===== src/design/sched_pkg.sv =====
// ===========================================================================
// shared definitions for the single-issue scheduler front end
// widths, exception codes, instruction and unit classes, operation encodings
// modules pull these in with a wildcard import in their header
// ===========================================================================

`default_nettype none

package sched_pkg;

  // physical register file and free list
  localparam int PHYS_REG_NUM = 64;
  localparam int PREG_W       = $clog2(PHYS_REG_NUM);
  localparam int FREE_DEPTH   = 32;
  localparam int FREE_PTR_W   = $clog2(FREE_DEPTH);
  localparam int FREE_CNT_W   = $clog2(FREE_DEPTH + 1);
  localparam int ARCH_REG_W   = 5;
  localparam int UNIT_NUM     = 4;

  typedef logic [PREG_W-1:0] preg_t;

  // ========================================================================
  // exception codes
  // ========================================================================
  localparam int                ECODE_W   = 6;
  localparam logic [ECODE_W-1:0] ECODE_INT = 6'h00;
  localparam logic [ECODE_W-1:0] ECODE_SYS = 6'h0B;
  localparam logic [ECODE_W-1:0] ECODE_BRK = 6'h0C;
  localparam logic [ECODE_W-1:0] ECODE_INE = 6'h0D;
  localparam logic [ECODE_W-1:0] ECODE_IPE = 6'h0E;

  // cacop with this selector in code[4:3] is legal in user mode
  localparam logic [1:0] CACOP_USER_SEL = 2'd2;
  localparam logic [1:0] PLV_USER       = 2'd3;

  // ========================================================================
  // instruction classes and operation encodings
  // ========================================================================
  typedef enum logic [2:0] {
    INSTR_ALU, INSTR_MDU, INSTR_MEM, INSTR_BR, INSTR_MISC, INSTR_PRIV
  } instr_type_e;

  typedef enum logic [1:0] {
    UNIT_ALU, UNIT_MDU, UNIT_MEM, UNIT_MISC
  } unit_e;

  typedef enum logic [3:0] {
    ALU_OP_ADD, ALU_OP_SUB, ALU_OP_SLT, ALU_OP_SLTU, ALU_OP_AND, ALU_OP_OR,
    ALU_OP_NOR, ALU_OP_XOR, ALU_OP_SLL, ALU_OP_SRL, ALU_OP_SRA, ALU_OP_LUI
  } alu_op_e;

  typedef enum logic [3:0] {
    MEM_OP_LB, MEM_OP_LH, MEM_OP_LW, MEM_OP_LBU, MEM_OP_LHU, MEM_OP_SB,
    MEM_OP_SH, MEM_OP_SW, MEM_OP_LL, MEM_OP_SC, MEM_OP_PRELD, MEM_OP_CACOP,
    MEM_OP_DBAR, MEM_OP_IBAR
  } mem_op_e;

  typedef enum logic [3:0] {
    MISC_OP_SYSCALL, MISC_OP_BREAK, MISC_OP_ERTN, MISC_OP_IDLE, MISC_OP_RDCNT,
    MISC_OP_JIRL, MISC_OP_B, MISC_OP_BL, MISC_OP_BEQ, MISC_OP_BNE
  } misc_op_e;

  // one operation field, decoded per instruction type
  typedef union packed {
    alu_op_e  alu_op;
    mem_op_e  mem_op;
    misc_op_e misc_op;
  } op_u_t;

endpackage

`default_nettype wire


===== src/design/phys_free_list.sv =====
// ===========================================================================
// circular list of free physical register numbers
// reset loads the upper half of the register file in ascending order
// head is allocated on alloc_i, freed registers are appended at the tail
// ===========================================================================

`timescale 1ns/1ps
`default_nettype none

module phys_free_list import sched_pkg::*; (
  input  logic  clk,
  input  logic  rst_n,
  input  logic  alloc_i,
  input  logic  free_valid_i,
  input  preg_t free_preg_i,
  output preg_t head_preg_o,
  output logic  not_empty_o
);

  preg_t                 free_mem [FREE_DEPTH];
  logic [FREE_PTR_W-1:0] head_ptr;
  logic [FREE_PTR_W-1:0] tail_ptr;
  logic [FREE_CNT_W-1:0] free_cnt;

  // list contents, preset so registers 32..63 are free out of reset
  always_ff @(posedge clk or negedge rst_n) begin
    if (!rst_n) begin
      for (int i = 0; i < FREE_DEPTH; i++) begin
        free_mem[i] <= preg_t'(PHYS_REG_NUM - FREE_DEPTH + i);
      end
    end else if (free_valid_i) begin
      free_mem[tail_ptr] <= free_preg_i;
    end
  end

  // pointers wrap naturally at FREE_DEPTH
  always_ff @(posedge clk or negedge rst_n) begin
    if (!rst_n) begin
      head_ptr <= '0;
      tail_ptr <= '0;
    end else begin
      if (alloc_i) begin
        head_ptr <= head_ptr + 1'b1;
      end
      if (free_valid_i) begin
        tail_ptr <= tail_ptr + 1'b1;
      end
    end
  end

  always_ff @(posedge clk or negedge rst_n) begin
    if (!rst_n) begin
      free_cnt <= FREE_CNT_W'(FREE_DEPTH);
    end else begin
      case ({alloc_i, free_valid_i})
        2'b10:   free_cnt <= free_cnt - 1'b1;
        2'b01:   free_cnt <= free_cnt + 1'b1;
        default: free_cnt <= free_cnt;
      endcase
    end
  end

  // a freed register shows up here one cycle after its strobe
  assign head_preg_o = free_mem[head_ptr];
  assign not_empty_o = (free_cnt != '0);

endmodule

`default_nettype wire


===== src/design/alloc_stage.sv =====
// ===========================================================================
// allocation stage of the scheduler
// accepts one request per cycle while a free register exists, takes the
// destination register from the free list and registers stage one
// ===========================================================================

`timescale 1ns/1ps
`default_nettype none

module alloc_stage import sched_pkg::*; (
  input  logic                  clk,
  input  logic                  rst_n,
  input  logic                  req_valid_i,
  input  logic [31:0]           req_pc_i,
  input  instr_type_e           req_type_i,
  input  op_u_t                 req_op_i,
  input  logic                  req_invalid_i,
  input  logic                  req_fetch_excp_i,
  input  logic [ECODE_W-1:0]    req_fetch_ecode_i,
  input  logic [ARCH_REG_W-1:0] req_arch_dest_i,
  input  logic [4:0]            req_cacop_code_i,
  input  logic                  csr_has_int_i,
  input  logic [1:0]            csr_plv_i,
  input  logic                  free_valid_i,
  input  preg_t                 free_preg_i,
  output logic                  ready_o,
  output logic                  s1_valid_o,
  output logic [31:0]           s1_pc_o,
  output instr_type_e           s1_type_o,
  output op_u_t                 s1_op_o,
  output logic                  s1_invalid_o,
  output logic                  s1_fetch_excp_o,
  output logic [ECODE_W-1:0]    s1_fetch_ecode_o,
  output logic [ARCH_REG_W-1:0] s1_arch_dest_o,
  output logic [4:0]            s1_cacop_code_o,
  output logic                  s1_has_int_o,
  output logic [1:0]            s1_plv_o,
  output preg_t                 s1_pdest_o
);

  logic  fl_not_empty;
  logic  accept;
  logic  alloc;
  preg_t fl_head;

  phys_free_list u_free_list (
    .clk          (clk),
    .rst_n        (rst_n),
    .alloc_i      (alloc),
    .free_valid_i (free_valid_i),
    .free_preg_i  (free_preg_i),
    .head_preg_o  (fl_head),
    .not_empty_o  (fl_not_empty)
  );

  // faulting, invalid and r0-writing requests leave the list alone
  assign ready_o = fl_not_empty;
  assign accept  = req_valid_i & fl_not_empty;
  assign alloc   = accept & ~req_fetch_excp_i & ~req_invalid_i & (|req_arch_dest_i);

  always_ff @(posedge clk or negedge rst_n) begin
    if (!rst_n) begin
      s1_valid_o <= 1'b0;
    end else begin
      s1_valid_o <= accept;
    end
  end

  // stage one payload, CSR state sampled together with the request
  always_ff @(posedge clk) begin
    if (accept) begin
      s1_pc_o          <= req_pc_i;
      s1_type_o        <= req_type_i;
      s1_op_o          <= req_op_i;
      s1_invalid_o     <= req_invalid_i;
      s1_fetch_excp_o  <= req_fetch_excp_i;
      s1_fetch_ecode_o <= req_fetch_ecode_i;
      s1_arch_dest_o   <= req_arch_dest_i;
      s1_cacop_code_o  <= req_cacop_code_i;
      s1_has_int_o     <= csr_has_int_i;
      s1_plv_o         <= csr_plv_i;
      s1_pdest_o       <= alloc ? fl_head : '0;
    end
  end

endmodule

`default_nettype wire


===== src/design/excp_check.sv =====
// ===========================================================================
// exception decision for the instruction held in stage one
// purely combinational, priority INT > fetch exception > INE > IPE/SYS/BRK
// ===========================================================================

`timescale 1ns/1ps
`default_nettype none

module excp_check import sched_pkg::*; (
  input  instr_type_e        s1_type_i,
  input  op_u_t              s1_op_i,
  input  logic               s1_invalid_i,
  input  logic               s1_fetch_excp_i,
  input  logic [ECODE_W-1:0] s1_fetch_ecode_i,
  input  logic [4:0]         s1_cacop_code_i,
  input  logic               s1_has_int_i,
  input  logic [1:0]         s1_plv_i,
  output logic               excp_valid_o,
  output logic [ECODE_W-1:0] ecode_o
);

  logic priv_instr;
  logic syscall_instr;
  logic break_instr;

  // cacop counts as privileged unless it selects the user-mode class
  assign priv_instr = (s1_type_i == INSTR_PRIV) |
                      ((s1_type_i == INSTR_MEM) &
                       (s1_op_i.mem_op == MEM_OP_CACOP) &
                       (s1_cacop_code_i[4:3] != CACOP_USER_SEL));

  assign syscall_instr = (s1_type_i == INSTR_MISC) &
                         (s1_op_i.misc_op == MISC_OP_SYSCALL);
  assign break_instr   = (s1_type_i == INSTR_MISC) &
                         (s1_op_i.misc_op == MISC_OP_BREAK);

  always_comb begin
    excp_valid_o = 1'b1;
    ecode_o      = ECODE_INT;
    if (s1_has_int_i) begin
      ecode_o = ECODE_INT;
    end else if (s1_fetch_excp_i) begin
      // keep the code raised at fetch
      ecode_o = s1_fetch_ecode_i;
    end else if (s1_invalid_i) begin
      ecode_o = ECODE_INE;
    end else if (priv_instr && (s1_plv_i == PLV_USER)) begin
      ecode_o = ECODE_IPE;
    end else if (syscall_instr) begin
      ecode_o = ECODE_SYS;
    end else if (break_instr) begin
      ecode_o = ECODE_BRK;
    end else begin
      excp_valid_o = 1'b0;
    end
  end

endmodule

`default_nettype wire


===== src/design/issue_route.sv =====
// ===========================================================================
// record and issue stage
// registers one reorder-buffer record per valid instruction and a one-hot
// issue strobe for its unit class when no exception was raised
// ===========================================================================

`timescale 1ns/1ps
`default_nettype none

module issue_route import sched_pkg::*; (
  input  logic                  clk,
  input  logic                  rst_n,
  input  logic                  s1_valid_i,
  input  logic [31:0]           s1_pc_i,
  input  instr_type_e           s1_type_i,
  input  op_u_t                 s1_op_i,
  input  logic [ARCH_REG_W-1:0] s1_arch_dest_i,
  input  preg_t                 s1_pdest_i,
  input  logic                  excp_valid_i,
  input  logic [ECODE_W-1:0]    ecode_i,
  output logic                  rob_valid_o,
  output logic [31:0]           rob_pc_o,
  output instr_type_e           rob_type_o,
  output logic [ARCH_REG_W-1:0] rob_arch_dest_o,
  output preg_t                 rob_pdest_o,
  output logic                  rob_excp_valid_o,
  output logic [ECODE_W-1:0]    rob_ecode_o,
  output logic [UNIT_NUM-1:0]   issue_valid_o,
  output logic [31:0]           issue_pc_o,
  output op_u_t                 issue_op_o,
  output preg_t                 issue_pdest_o,
  output logic                  issue_dest_valid_o
);

  unit_e                unit;
  logic                 issue_en;
  logic [UNIT_NUM-1:0]  issue_sel;

  // branch, misc and privileged work all goes to the misc unit
  always_comb begin
    case (s1_type_i)
      INSTR_ALU: unit = UNIT_ALU;
      INSTR_MDU: unit = UNIT_MDU;
      INSTR_MEM: unit = UNIT_MEM;
      default:   unit = UNIT_MISC;
    endcase
  end

  assign issue_en  = s1_valid_i & ~excp_valid_i;
  assign issue_sel = issue_en ? (UNIT_NUM'(1) << unit) : '0;

  always_ff @(posedge clk or negedge rst_n) begin
    if (!rst_n) begin
      rob_valid_o      <= 1'b0;
      rob_excp_valid_o <= 1'b0;
      issue_valid_o    <= '0;
    end else begin
      rob_valid_o      <= s1_valid_i;
      rob_excp_valid_o <= s1_valid_i & excp_valid_i;
      issue_valid_o    <= issue_sel;
    end
  end

  // ========================================================================
  // payloads
  // ========================================================================
  always_ff @(posedge clk) begin
    if (s1_valid_i) begin
      rob_pc_o        <= s1_pc_i;
      rob_type_o      <= s1_type_i;
      rob_arch_dest_o <= s1_arch_dest_i;
      rob_pdest_o     <= s1_pdest_i;
      rob_ecode_o     <= ecode_i;
    end
    if (issue_en) begin
      issue_pc_o         <= s1_pc_i;
      issue_op_o         <= s1_op_i;
      issue_pdest_o      <= s1_pdest_i;
      issue_dest_valid_o <= |s1_arch_dest_i;
    end
  end

endmodule

`default_nettype wire


===== src/design/sched_top.sv =====
// ===========================================================================
// top level of the scheduler front end
// request -> allocation stage -> exception check -> record and issue
// a request accepted at edge k shows its record after edge k+1
// ===========================================================================

`timescale 1ns/1ps
`default_nettype none

module sched_top import sched_pkg::*; (
  input  logic                  clk,
  input  logic                  rst_n,
  input  logic                  req_valid_i,
  input  logic [31:0]           req_pc_i,
  input  instr_type_e           req_type_i,
  input  op_u_t                 req_op_i,
  input  logic                  req_invalid_i,
  input  logic                  req_fetch_excp_i,
  input  logic [ECODE_W-1:0]    req_fetch_ecode_i,
  input  logic [ARCH_REG_W-1:0] req_arch_dest_i,
  input  logic [4:0]            req_cacop_code_i,
  input  logic                  csr_has_int_i,
  input  logic [1:0]            csr_plv_i,
  input  logic                  free_valid_i,
  input  preg_t                 free_preg_i,
  output logic                  ready_o,
  output logic                  rob_valid_o,
  output logic [31:0]           rob_pc_o,
  output instr_type_e           rob_type_o,
  output logic [ARCH_REG_W-1:0] rob_arch_dest_o,
  output preg_t                 rob_pdest_o,
  output logic                  rob_excp_valid_o,
  output logic [ECODE_W-1:0]    rob_ecode_o,
  output logic [UNIT_NUM-1:0]   issue_valid_o,
  output logic [31:0]           issue_pc_o,
  output op_u_t                 issue_op_o,
  output preg_t                 issue_pdest_o,
  output logic                  issue_dest_valid_o
);

  // stage one
  logic                  s1_valid;
  logic [31:0]           s1_pc;
  instr_type_e           s1_type;
  op_u_t                 s1_op;
  logic                  s1_invalid;
  logic                  s1_fetch_excp;
  logic [ECODE_W-1:0]    s1_fetch_ecode;
  logic [ARCH_REG_W-1:0] s1_arch_dest;
  logic [4:0]            s1_cacop_code;
  logic                  s1_has_int;
  logic [1:0]            s1_plv;
  preg_t                 s1_pdest;

  // exception decision
  logic                  excp_valid;
  logic [ECODE_W-1:0]    ecode;

  alloc_stage u_alloc (
    .clk               (clk),
    .rst_n             (rst_n),
    .req_valid_i       (req_valid_i),
    .req_pc_i          (req_pc_i),
    .req_type_i        (req_type_i),
    .req_op_i          (req_op_i),
    .req_invalid_i     (req_invalid_i),
    .req_fetch_excp_i  (req_fetch_excp_i),
    .req_fetch_ecode_i (req_fetch_ecode_i),
    .req_arch_dest_i   (req_arch_dest_i),
    .req_cacop_code_i  (req_cacop_code_i),
    .csr_has_int_i     (csr_has_int_i),
    .csr_plv_i         (csr_plv_i),
    .free_valid_i      (free_valid_i),
    .free_preg_i       (free_preg_i),
    .ready_o           (ready_o),
    .s1_valid_o        (s1_valid),
    .s1_pc_o           (s1_pc),
    .s1_type_o         (s1_type),
    .s1_op_o           (s1_op),
    .s1_invalid_o      (s1_invalid),
    .s1_fetch_excp_o   (s1_fetch_excp),
    .s1_fetch_ecode_o  (s1_fetch_ecode),
    .s1_arch_dest_o    (s1_arch_dest),
    .s1_cacop_code_o   (s1_cacop_code),
    .s1_has_int_o      (s1_has_int),
    .s1_plv_o          (s1_plv),
    .s1_pdest_o        (s1_pdest)
  );

  excp_check u_excp (
    .s1_type_i        (s1_type),
    .s1_op_i          (s1_op),
    .s1_invalid_i     (s1_invalid),
    .s1_fetch_excp_i  (s1_fetch_excp),
    .s1_fetch_ecode_i (s1_fetch_ecode),
    .s1_cacop_code_i  (s1_cacop_code),
    .s1_has_int_i     (s1_has_int),
    .s1_plv_i         (s1_plv),
    .excp_valid_o     (excp_valid),
    .ecode_o          (ecode)
  );

  issue_route u_issue (
    .clk                (clk),
    .rst_n              (rst_n),
    .s1_valid_i         (s1_valid),
    .s1_pc_i            (s1_pc),
    .s1_type_i          (s1_type),
    .s1_op_i            (s1_op),
    .s1_arch_dest_i     (s1_arch_dest),
    .s1_pdest_i         (s1_pdest),
    .excp_valid_i       (excp_valid),
    .ecode_i            (ecode),
    .rob_valid_o        (rob_valid_o),
    .rob_pc_o           (rob_pc_o),
    .rob_type_o         (rob_type_o),
    .rob_arch_dest_o    (rob_arch_dest_o),
    .rob_pdest_o        (rob_pdest_o),
    .rob_excp_valid_o   (rob_excp_valid_o),
    .rob_ecode_o        (rob_ecode_o),
    .issue_valid_o      (issue_valid_o),
    .issue_pc_o         (issue_pc_o),
    .issue_op_o         (issue_op_o),
    .issue_pdest_o      (issue_pdest_o),
    .issue_dest_valid_o (issue_dest_valid_o)
  );

endmodule

`default_nettype wire


===== config.mk =====
export PLATFORM = sky130hd
export DESIGN_NAME = sched_top
export DESIGN_NICKNAME = d
export VERILOG_FILES = /design/src/design/sched_pkg.sv /design/src/design/phys_free_list.sv /design/src/design/alloc_stage.sv /design/src/design/excp_check.sv /design/src/design/issue_route.sv /design/src/design/sched_top.sv
export SDC_FILE = /design/constraint.sdc
export NUM_CORES = 1
export LEC_CHECK = 0
export ABC_CLOCK_PERIOD_IN_PS = 4160
export BUFFER_PORTS_ARGS = -buffer_cell sky130_fd_sc_hd__buf_2
export CAP_MARGIN = 0
export CORE_MARGIN = 3
export CORE_UTILIZATION = 45
export DETAILED_ROUTE_END_ITERATION = 6
export PLACE_DENSITY = 0.66
export SLEW_MARGIN = 25
export SYNTH_ARGS = -nofsm -noshare
export SYNTH_HDL_FRONTEND = slang
export SYNTH_SLANG_ARGS = --single-unit

===== constraint.sdc =====
create_clock -name clk -period 4.16 [get_ports clk]
set_input_delay 1.04 -clock clk [delete_from_list [all_inputs] [get_ports clk]]
set_output_delay 1.04 -clock clk [all_outputs]
set_load 0.01 [all_outputs]

==> results of run 1 <==
==> kinds of logic after synthesis <==
family	count (synthesis)	synth area share, %
mux	255	21.92
compound gates	67	3.272
buf+inv	56	1.963
xor+xnor	11	0.6378
simple gates	101	3.288
fa+ha+maj	11	0.9608
flops	373	67.96
==> worst paths after layout <==
check / to / slack (ps) / cells past startpoint / start
min in group asynchronous: u_alloc.u_free_list.free_mem[66]$_DFFE_PN0P_ / 620 / 1 / rst_n
setup / recovery: u_alloc.u_free_list.free_cnt[5]$_DFFE_PN1P_ / 670 / 13 / req_arch_dest_i[0]
hold / removal: u_issue.rob_pc_o[22]$_DFFE_PP_ / 440 / 0 / u_alloc.s1_pc_o[22]$_DFFE_PN_
hold reg to reg: u_issue.rob_pc_o[22]$_DFFE_PP_ / 440 / 0 / u_alloc.s1_pc_o[22]$_DFFE_PN_
max in group asynchronous: u_alloc.u_free_list.free_cnt[5]$_DFFE_PN1P_ / 2590 / 2 / rst_n
setup reg to reg: u_alloc.u_free_list.free_cnt[5]$_DFFE_PN1P_ / 1110 / 11 / u_alloc.u_free_list.free_cnt[5]$_DFFE_PN1P_
==> sequential cells by signal, summed over array words and instances (netlist names), 3 cells and up <==
signal                        flops
u_alloc.s1_pc_o                  32
u_issue.issue_op_o                4
u_issue.issue_valid_o             4
u_alloc.s1_op_o                   4
u_alloc.s1_fetch_ecode_o          6
u_alloc.s1_arch_dest_o            5
u_issue.rob_pdest_o               6
u_alloc.u_free_list.free_cnt      6
u_alloc.u_free_list.free_mem    192
u_issue.rob_arch_dest_o           5
u_issue.rob_ecode_o               6
u_issue.rob_pc_o                 32
u_alloc.s1_type_o                 3
u_alloc.u_free_list.tail_ptr      5
u_issue.issue_pdest_o             6
u_alloc.s1_pdest_o                6
u_alloc.u_free_list.head_ptr      5
u_issue.rob_type_o                3
u_issue.issue_pc_o               32
==> final cells by class <==
cell class,count,share of cell area (%)
antenna,2,0.02818
clock buffer,63,6.587
inverter,14,0.2959
clock inverter,12,0.9863
sequential,373,57.83
tap,442,3.114
timing repair buffer,179,5.537
multi-input combinational,445,25.62
==> metrics by stage <==
stage | setup slack [ps] | cell area, µm² | hold WS (ps) | total power (µW)
2_1_floorplan | 151.8 | 15110 | 421.5 | 7784
3_3_place_gp | 269.7 | 16410 | 422.4 | 8502
3_5_place_dp | 173.3 | 16410 | 429.6 | 8603
4_1_cts | 712.0 | 17750 | 442.9 | 12220
5_1_grt | 512.3 | 17760 | 449.7 | 12690
6_report | 674.0 | 17760 | 442.3 | 12080
==> report_power, final <==
part	switching [µW]	internal [µW]
registers	624	5110
logic	1280	1500
clock network	1380	2190
==> metal layers <==
metal	vias up	part of all wire [%]	track usage (%)
li1	3693	-	-
met2	253	48	28.78
met4	0	1.5	3.696
met5	-	0	0
met3	37	6.8	3.666
met1	4190	44	24.37
==> cell usage in the layout (no fill, tap or decap), types with 7 or more instances in the layout <==
cell type / Yosys / final
clkbuf_16: 0 / 42
inv_1: 13 / 12
nand2_1: 21 / 21
mux2i_1: 24 / 24
mux4_2: 23 / 23
clkbuf_1: 23 / 17
buf_2: 8 / 167
mux2_2: 193 / 193
mux4_1: 14 / 14
dfstp_2: 113 / 113
ha_1: 10 / 10
buf_4: 1 / 7
edfxtp_1: 158 / 158
nor2_1: 40 / 39
dfrtp_1: 102 / 100
o221ai_1: 10 / 10
a211oi_1: 10 / 10
a21oi_1: 11 / 11
==> flow_summary.json, run 1 <==
{
  "status": "completed",
  "cts_resized": 0,
  "critPathSlowestCell": "or4_1",
  "hold_class": "reg -> reg",
  "worst-path-buf-inv": 4,
  "power_density_nw_per_um2": 680.4,
  "setup.worst_path.start_class": "input pin",
  "cts_buffer_depth": 3,
  "fin_tns_setup_ps": 0,
  "insertion_delay_ps": 530,
  "synth_cell_types": 57,
  "drive_gt1_share_pct": 53.04,
  "cp_common_cell": "ha_1",
  "grt_overflow": 0,
  "yosys.area.top_type": "edfxtp_1",
  "finalWirelength_um": 31590,
  "synth_top_area_share_pct": 31.41,
  "rsz0062_at_grt": "no",
  "skew_ps": 29.79,
  "ys.flop_type": "edfxtp_1",
  "synth.cell_area_um2": 15110,
  "min_period_ps": 3486,
  "drtIter0Drc": 456,
  "yosys_warnings": 0,
  "ir_drop_uv": 322.7,
  "viasPerCell": 5.342,
  "p_leak_uw": 0.007199,
  "multi_input_area_um2": 4551,
  "drc": 0,
  "slowest_delay_ps": 520,
  "grt_pass1_vias": 8256,
  "cts_root_buf": "clkbuf_16",
  "dieArea_um2": 35800,
  "track_usage_pct": 17.50,
  "ys_ff_latch": 373,
  "num_vias": 8173,
  "start_util_pct": 46.08,
  "htreeDepth": 2,
  "max_slew_margin_pct": 37.30,
  "critical_path.endpoint_type": "flop",
  "gp_congestion": 0.7830,
  "placedCellCount": 1453,
  "cts_setup_buffers": 0,
  "tightest_slew_ps": 940.5,
  "ys_top_cells_by_area": "edfxtp_1 31%, dfstp_2 20%, dfrtp_1 17%",
  "grt_max_degree": 121,
  "cts_hold_buf": 0,
  "synth.most_common_cell": "mux2_2",
  "final_core_util_pct": 54.18,
  "synth_common_cells": "193 x mux2_2, 158 x edfxtp_1, 113 x dfstp_2",
  "crit_chain": "buf_2 > or4_1 > o21ai_1 > buf_4 > nor2_1 > clkinv_1 > ha_1 > inv_1 > ha_1 > nand2_1 > o21a_1 > o311ai_0 > xor2_1",
  "area_growth_pct": 17.58,
  "core_area_um2": 32780,
  "async_flop_share_pct": 57.64,
  "setup_viol": 0,
  "cp_max_fo": 6,
  "antenna_left": 0,
  "port_buffers": 168,
  "maxCapViolCount": 0,
  "crit_family": "compound AO/OA/AOI/OAI gates",
  "grt_pass1_wl_um": 48980,
  "cts_buffers": 41,
  "antenna_found_initial": 1,
  "clock-sinks": 373,
  "worstPathRequired_ps": 4620,
  "hold_viol": 0,
  "syn-num-nets": 955,
  "clock.fmax_mhz": 286.9,
  "wl_per_cell_um": 20.65,
  "crit_arrival_ps": 3940,
  "die_y_um": 189.2,
  "std_cell_rows": 66,
  "fillers": 2634,
  "synthCells": 874,
  "fin_nets": 1135,
  "ys_seq_area_share_pct": 67.96,
  "path_clk_slew_ps": 60,
  "hpwl_um": 20960,
  "avgSynthCellArea_um2": 17.28,
  "seqCellArea_um2": 10270,
  "cts_tree": "done",
  "slew_violations": 0,
  "worstSetupPathType": "in -> reg",
  "finalCritPeriodShare_pct": 83.80,
  "io-pin-count": 172,
  "fp.dieW_um": 189.2,
  "drtPass1Iterations": 4,
  "synth-edff-count": 158,
  "finalNonFillerCells": 1530
}
Note: power is estimated with default switching activity, not from simulation.
==> run 2, diff against run 1 <==
--- a/config.mk
+++ b/config.mk
@@ -5,13 +5,12 @@
 export SDC_FILE = /design/constraint.sdc
 export NUM_CORES = 1
 export LEC_CHECK = 0
-export ABC_CLOCK_PERIOD_IN_PS = 4160
+export ABC_CLOCK_PERIOD_IN_PS = 3500
 export BUFFER_PORTS_ARGS = -buffer_cell sky130_fd_sc_hd__buf_2
 export CAP_MARGIN = 0
 export CORE_MARGIN = 3
 export CORE_UTILIZATION = 45
 export DETAILED_ROUTE_END_ITERATION = 6
-export PLACE_DENSITY = 0.66
 export SLEW_MARGIN = 25
 export SYNTH_ARGS = -nofsm -noshare
 export SYNTH_HDL_FRONTEND = slang
==> constraint.sdc (replaced) <==
create_clock -name clk -period 3.5 [get_ports clk]
set_input_delay 0.875 -clock clk [delete_from_list [all_inputs] [get_ports clk]]
set_output_delay 0.875 -clock clk [all_outputs]
set_load 0.01 [all_outputs]
==> flow_summary.json, run 2 (synthesized netlist as in run 1, its figures left out) <==
{
  "crit_arrival_ps": 3570,
  "wl_per_cell_um": 20.84,
  "dieArea_um2": 35800,
  "die_y_um": 189.2,
  "rsz0062_at_grt": "no",
  "largest_reg_flops": 192,
  "finalCritPeriodShare_pct": 88.99,
  "grt_pass1_wl_um": 50000,
  "drtPass1Iterations": 4,
  "tightest_slew_ps": 1034,
  "place_ws_ps": -140.7,
  "fin_hold_ws_ps": 409.6,
  "std_cell_rows": 66,
  "maxCapViolCount": 0,
  "final_common_cell": "mux2_2",
  "path_clk_slew_ps": 60,
  "grt_overflow": 0,
  "clock.fmax_mhz": 321.1,
  "setup.worst_path.start_class": "input pin",
  "grt_max_degree": 83,
  "fp.dieW_um": 189.2,
  "setup_slack_ps": 385.3,
  "crit_chain": "buf_2 > or4_1 > o21ai_1 > buf_4 > nor2_1 > clkinv_1 > ha_1 > inv_1 > ha_1 > a21oi_1 > o21a_1 > o311ai_0 > xor2_1",
  "cp_max_fo": 5,
  "final_core_util_pct": 54.41,
  "core_area_um2": 32780,
  "antenna_found_initial": 0,
  "cts_tree": "done",
  "viasPerCell": 5.328,
  "start_util_pct": 46.08,
  "slowest_delay_ps": 510,
  "clock-sinks": 373,
  "crit_family": "compound AO/OA/AOI/OAI gates",
  "hold_class": "in -> async",
  "fillers": 2696,
  "fin_nets": 1151,
  "port_buffers": 168,
  "grt_pass1_vias": 8358,
  "p_leak_uw": 0.007260,
  "max_slew_margin_pct": 30.94,
  "gp_congestion": 0.7969,
  "drtIter0Drc": 369,
  "cts_hold_buf": 0,
  "drc": 0,
  "worstPathRequired_ps": 3960,
  "cts_buffer_depth": 3,
  "cts_root_buf": "clkbuf_16",
  "antenna_cells": 0,
  "setup_viol": 0,
  "track_usage_pct": 17.94,
  "worstSetupPathType": "in -> reg",
  "placedCellCount": 1469,
  "min_period_ps": 3115,
  "num_vias": 8226,
  "ir_drop_uv": 350.9,
  "io-pin-count": 172,
  "cts_resized": 0,
  "skew_ps": 16.56,
  "cts_setup_buffers": 0,
  "power_density_nw_per_um2": 804.6,
  "htreeDepth": 2,
  "worst-path-buf-inv": 4,
  "insertion_delay_ps": 530,
  "finalWirelength_um": 32180,
  "cp_common_cell": "ha_1",
  "critical_path.endpoint_type": "flop",
  "drive_gt1_share_pct": 53.99,
  "hold_viol": 0,
  "finalNonFillerCells": 1544,
  "status": "completed",
  "antenna_left": 0,
  "hpwl_um": 21430,
  "cts_buffers": 41,
  "layout_common_cells": "193 x mux2_2, 167 x buf_2, 158 x edfxtp_1",
  "critPathSlowestCell": "or4_1",
  "fin_tns_setup_ps": 0,
  "area_growth_pct": 18.08,
  "regMostFlops": "u_alloc.u_free_list.free_mem",
  "slew_violations": 0
}
==> run 2: cell types whose count changed in the layout (fill, tap and decap cells not counted), sizes merged <==
cell      delta
buf         +15
clkinv       +6
clkbuf       -5
diode        -2
bufinv       -1
clkinvlp     +1
==> run 2: layer usage <==
metal  part of all wire [%]  wire (µm)  global-route usage, %  vias up
li1                       -          -                      -     3726
met1                     45      14520                  25.56     4212
met2                     47      15070                  28.74      241
met3                    6.4       2053                  3.777       47
met4                    1.7        536                  4.038        0
met5                      0          0                      0        -
==> run 2: layout make-up <==
cell class	instances	area [µm²]	share of cell area (%)
clock buffer	57	1127	6.320
clock inverter	18	192.7	1.080
inverter	14	52.55	0.2946
multi-input combinational	445	4551	25.51
sequential	373	10270	57.58
tap	442	553.0	3.100
timing repair buffer	195	1090	6.110
==> run 2: metrics by stage <==
stage | cell area, µm² | power (µW)
after floorplan | 15110 | 9252
after global placement | 16520 | 10220
after detailed placement | 16520 | 10320
after CTS | 17840 | 14520
after global routing | 17840 | 15130
final | 17840 | 14350
==> run 2: power breakdown <==
group          switching (µW)  internal, µW  total, µW
combinational            1550          1840       3390
clock                    1680          2490       4170
sequential                726          6070       6790
total                    3960         10400      14400
==> run 2: worst paths after layout <==
kind / startpoint / to / slack, ps / cells after the start
worst max-delay path: req_arch_dest_i[0] / u_alloc.u_free_list.free_cnt[5]$_DFFE_PN1P_ / 390 / 13
worst min-delay path: rst_n / u_alloc.u_free_list.free_mem[69]$_DFFE_PN0P_ / 410 / 1
worst max register to register: u_alloc.u_free_list.free_cnt[3]$_DFFE_PN0P_ / u_alloc.u_free_list.free_cnt[5]$_DFFE_PN1P_ / 680 / 11
worst min register to register: u_alloc.s1_pc_o[3]$_DFFE_PN_ / u_issue.rob_pc_o[3]$_DFFE_PP_ / 440 / 0
max in group asynchronous: rst_n / u_alloc.u_free_list.free_mem[8]$_DFFE_PN1P_ / 2250 / 2
min in group clk: u_alloc.s1_pc_o[3]$_DFFE_PN_ / u_issue.rob_pc_o[3]$_DFFE_PP_ / 440 / 0
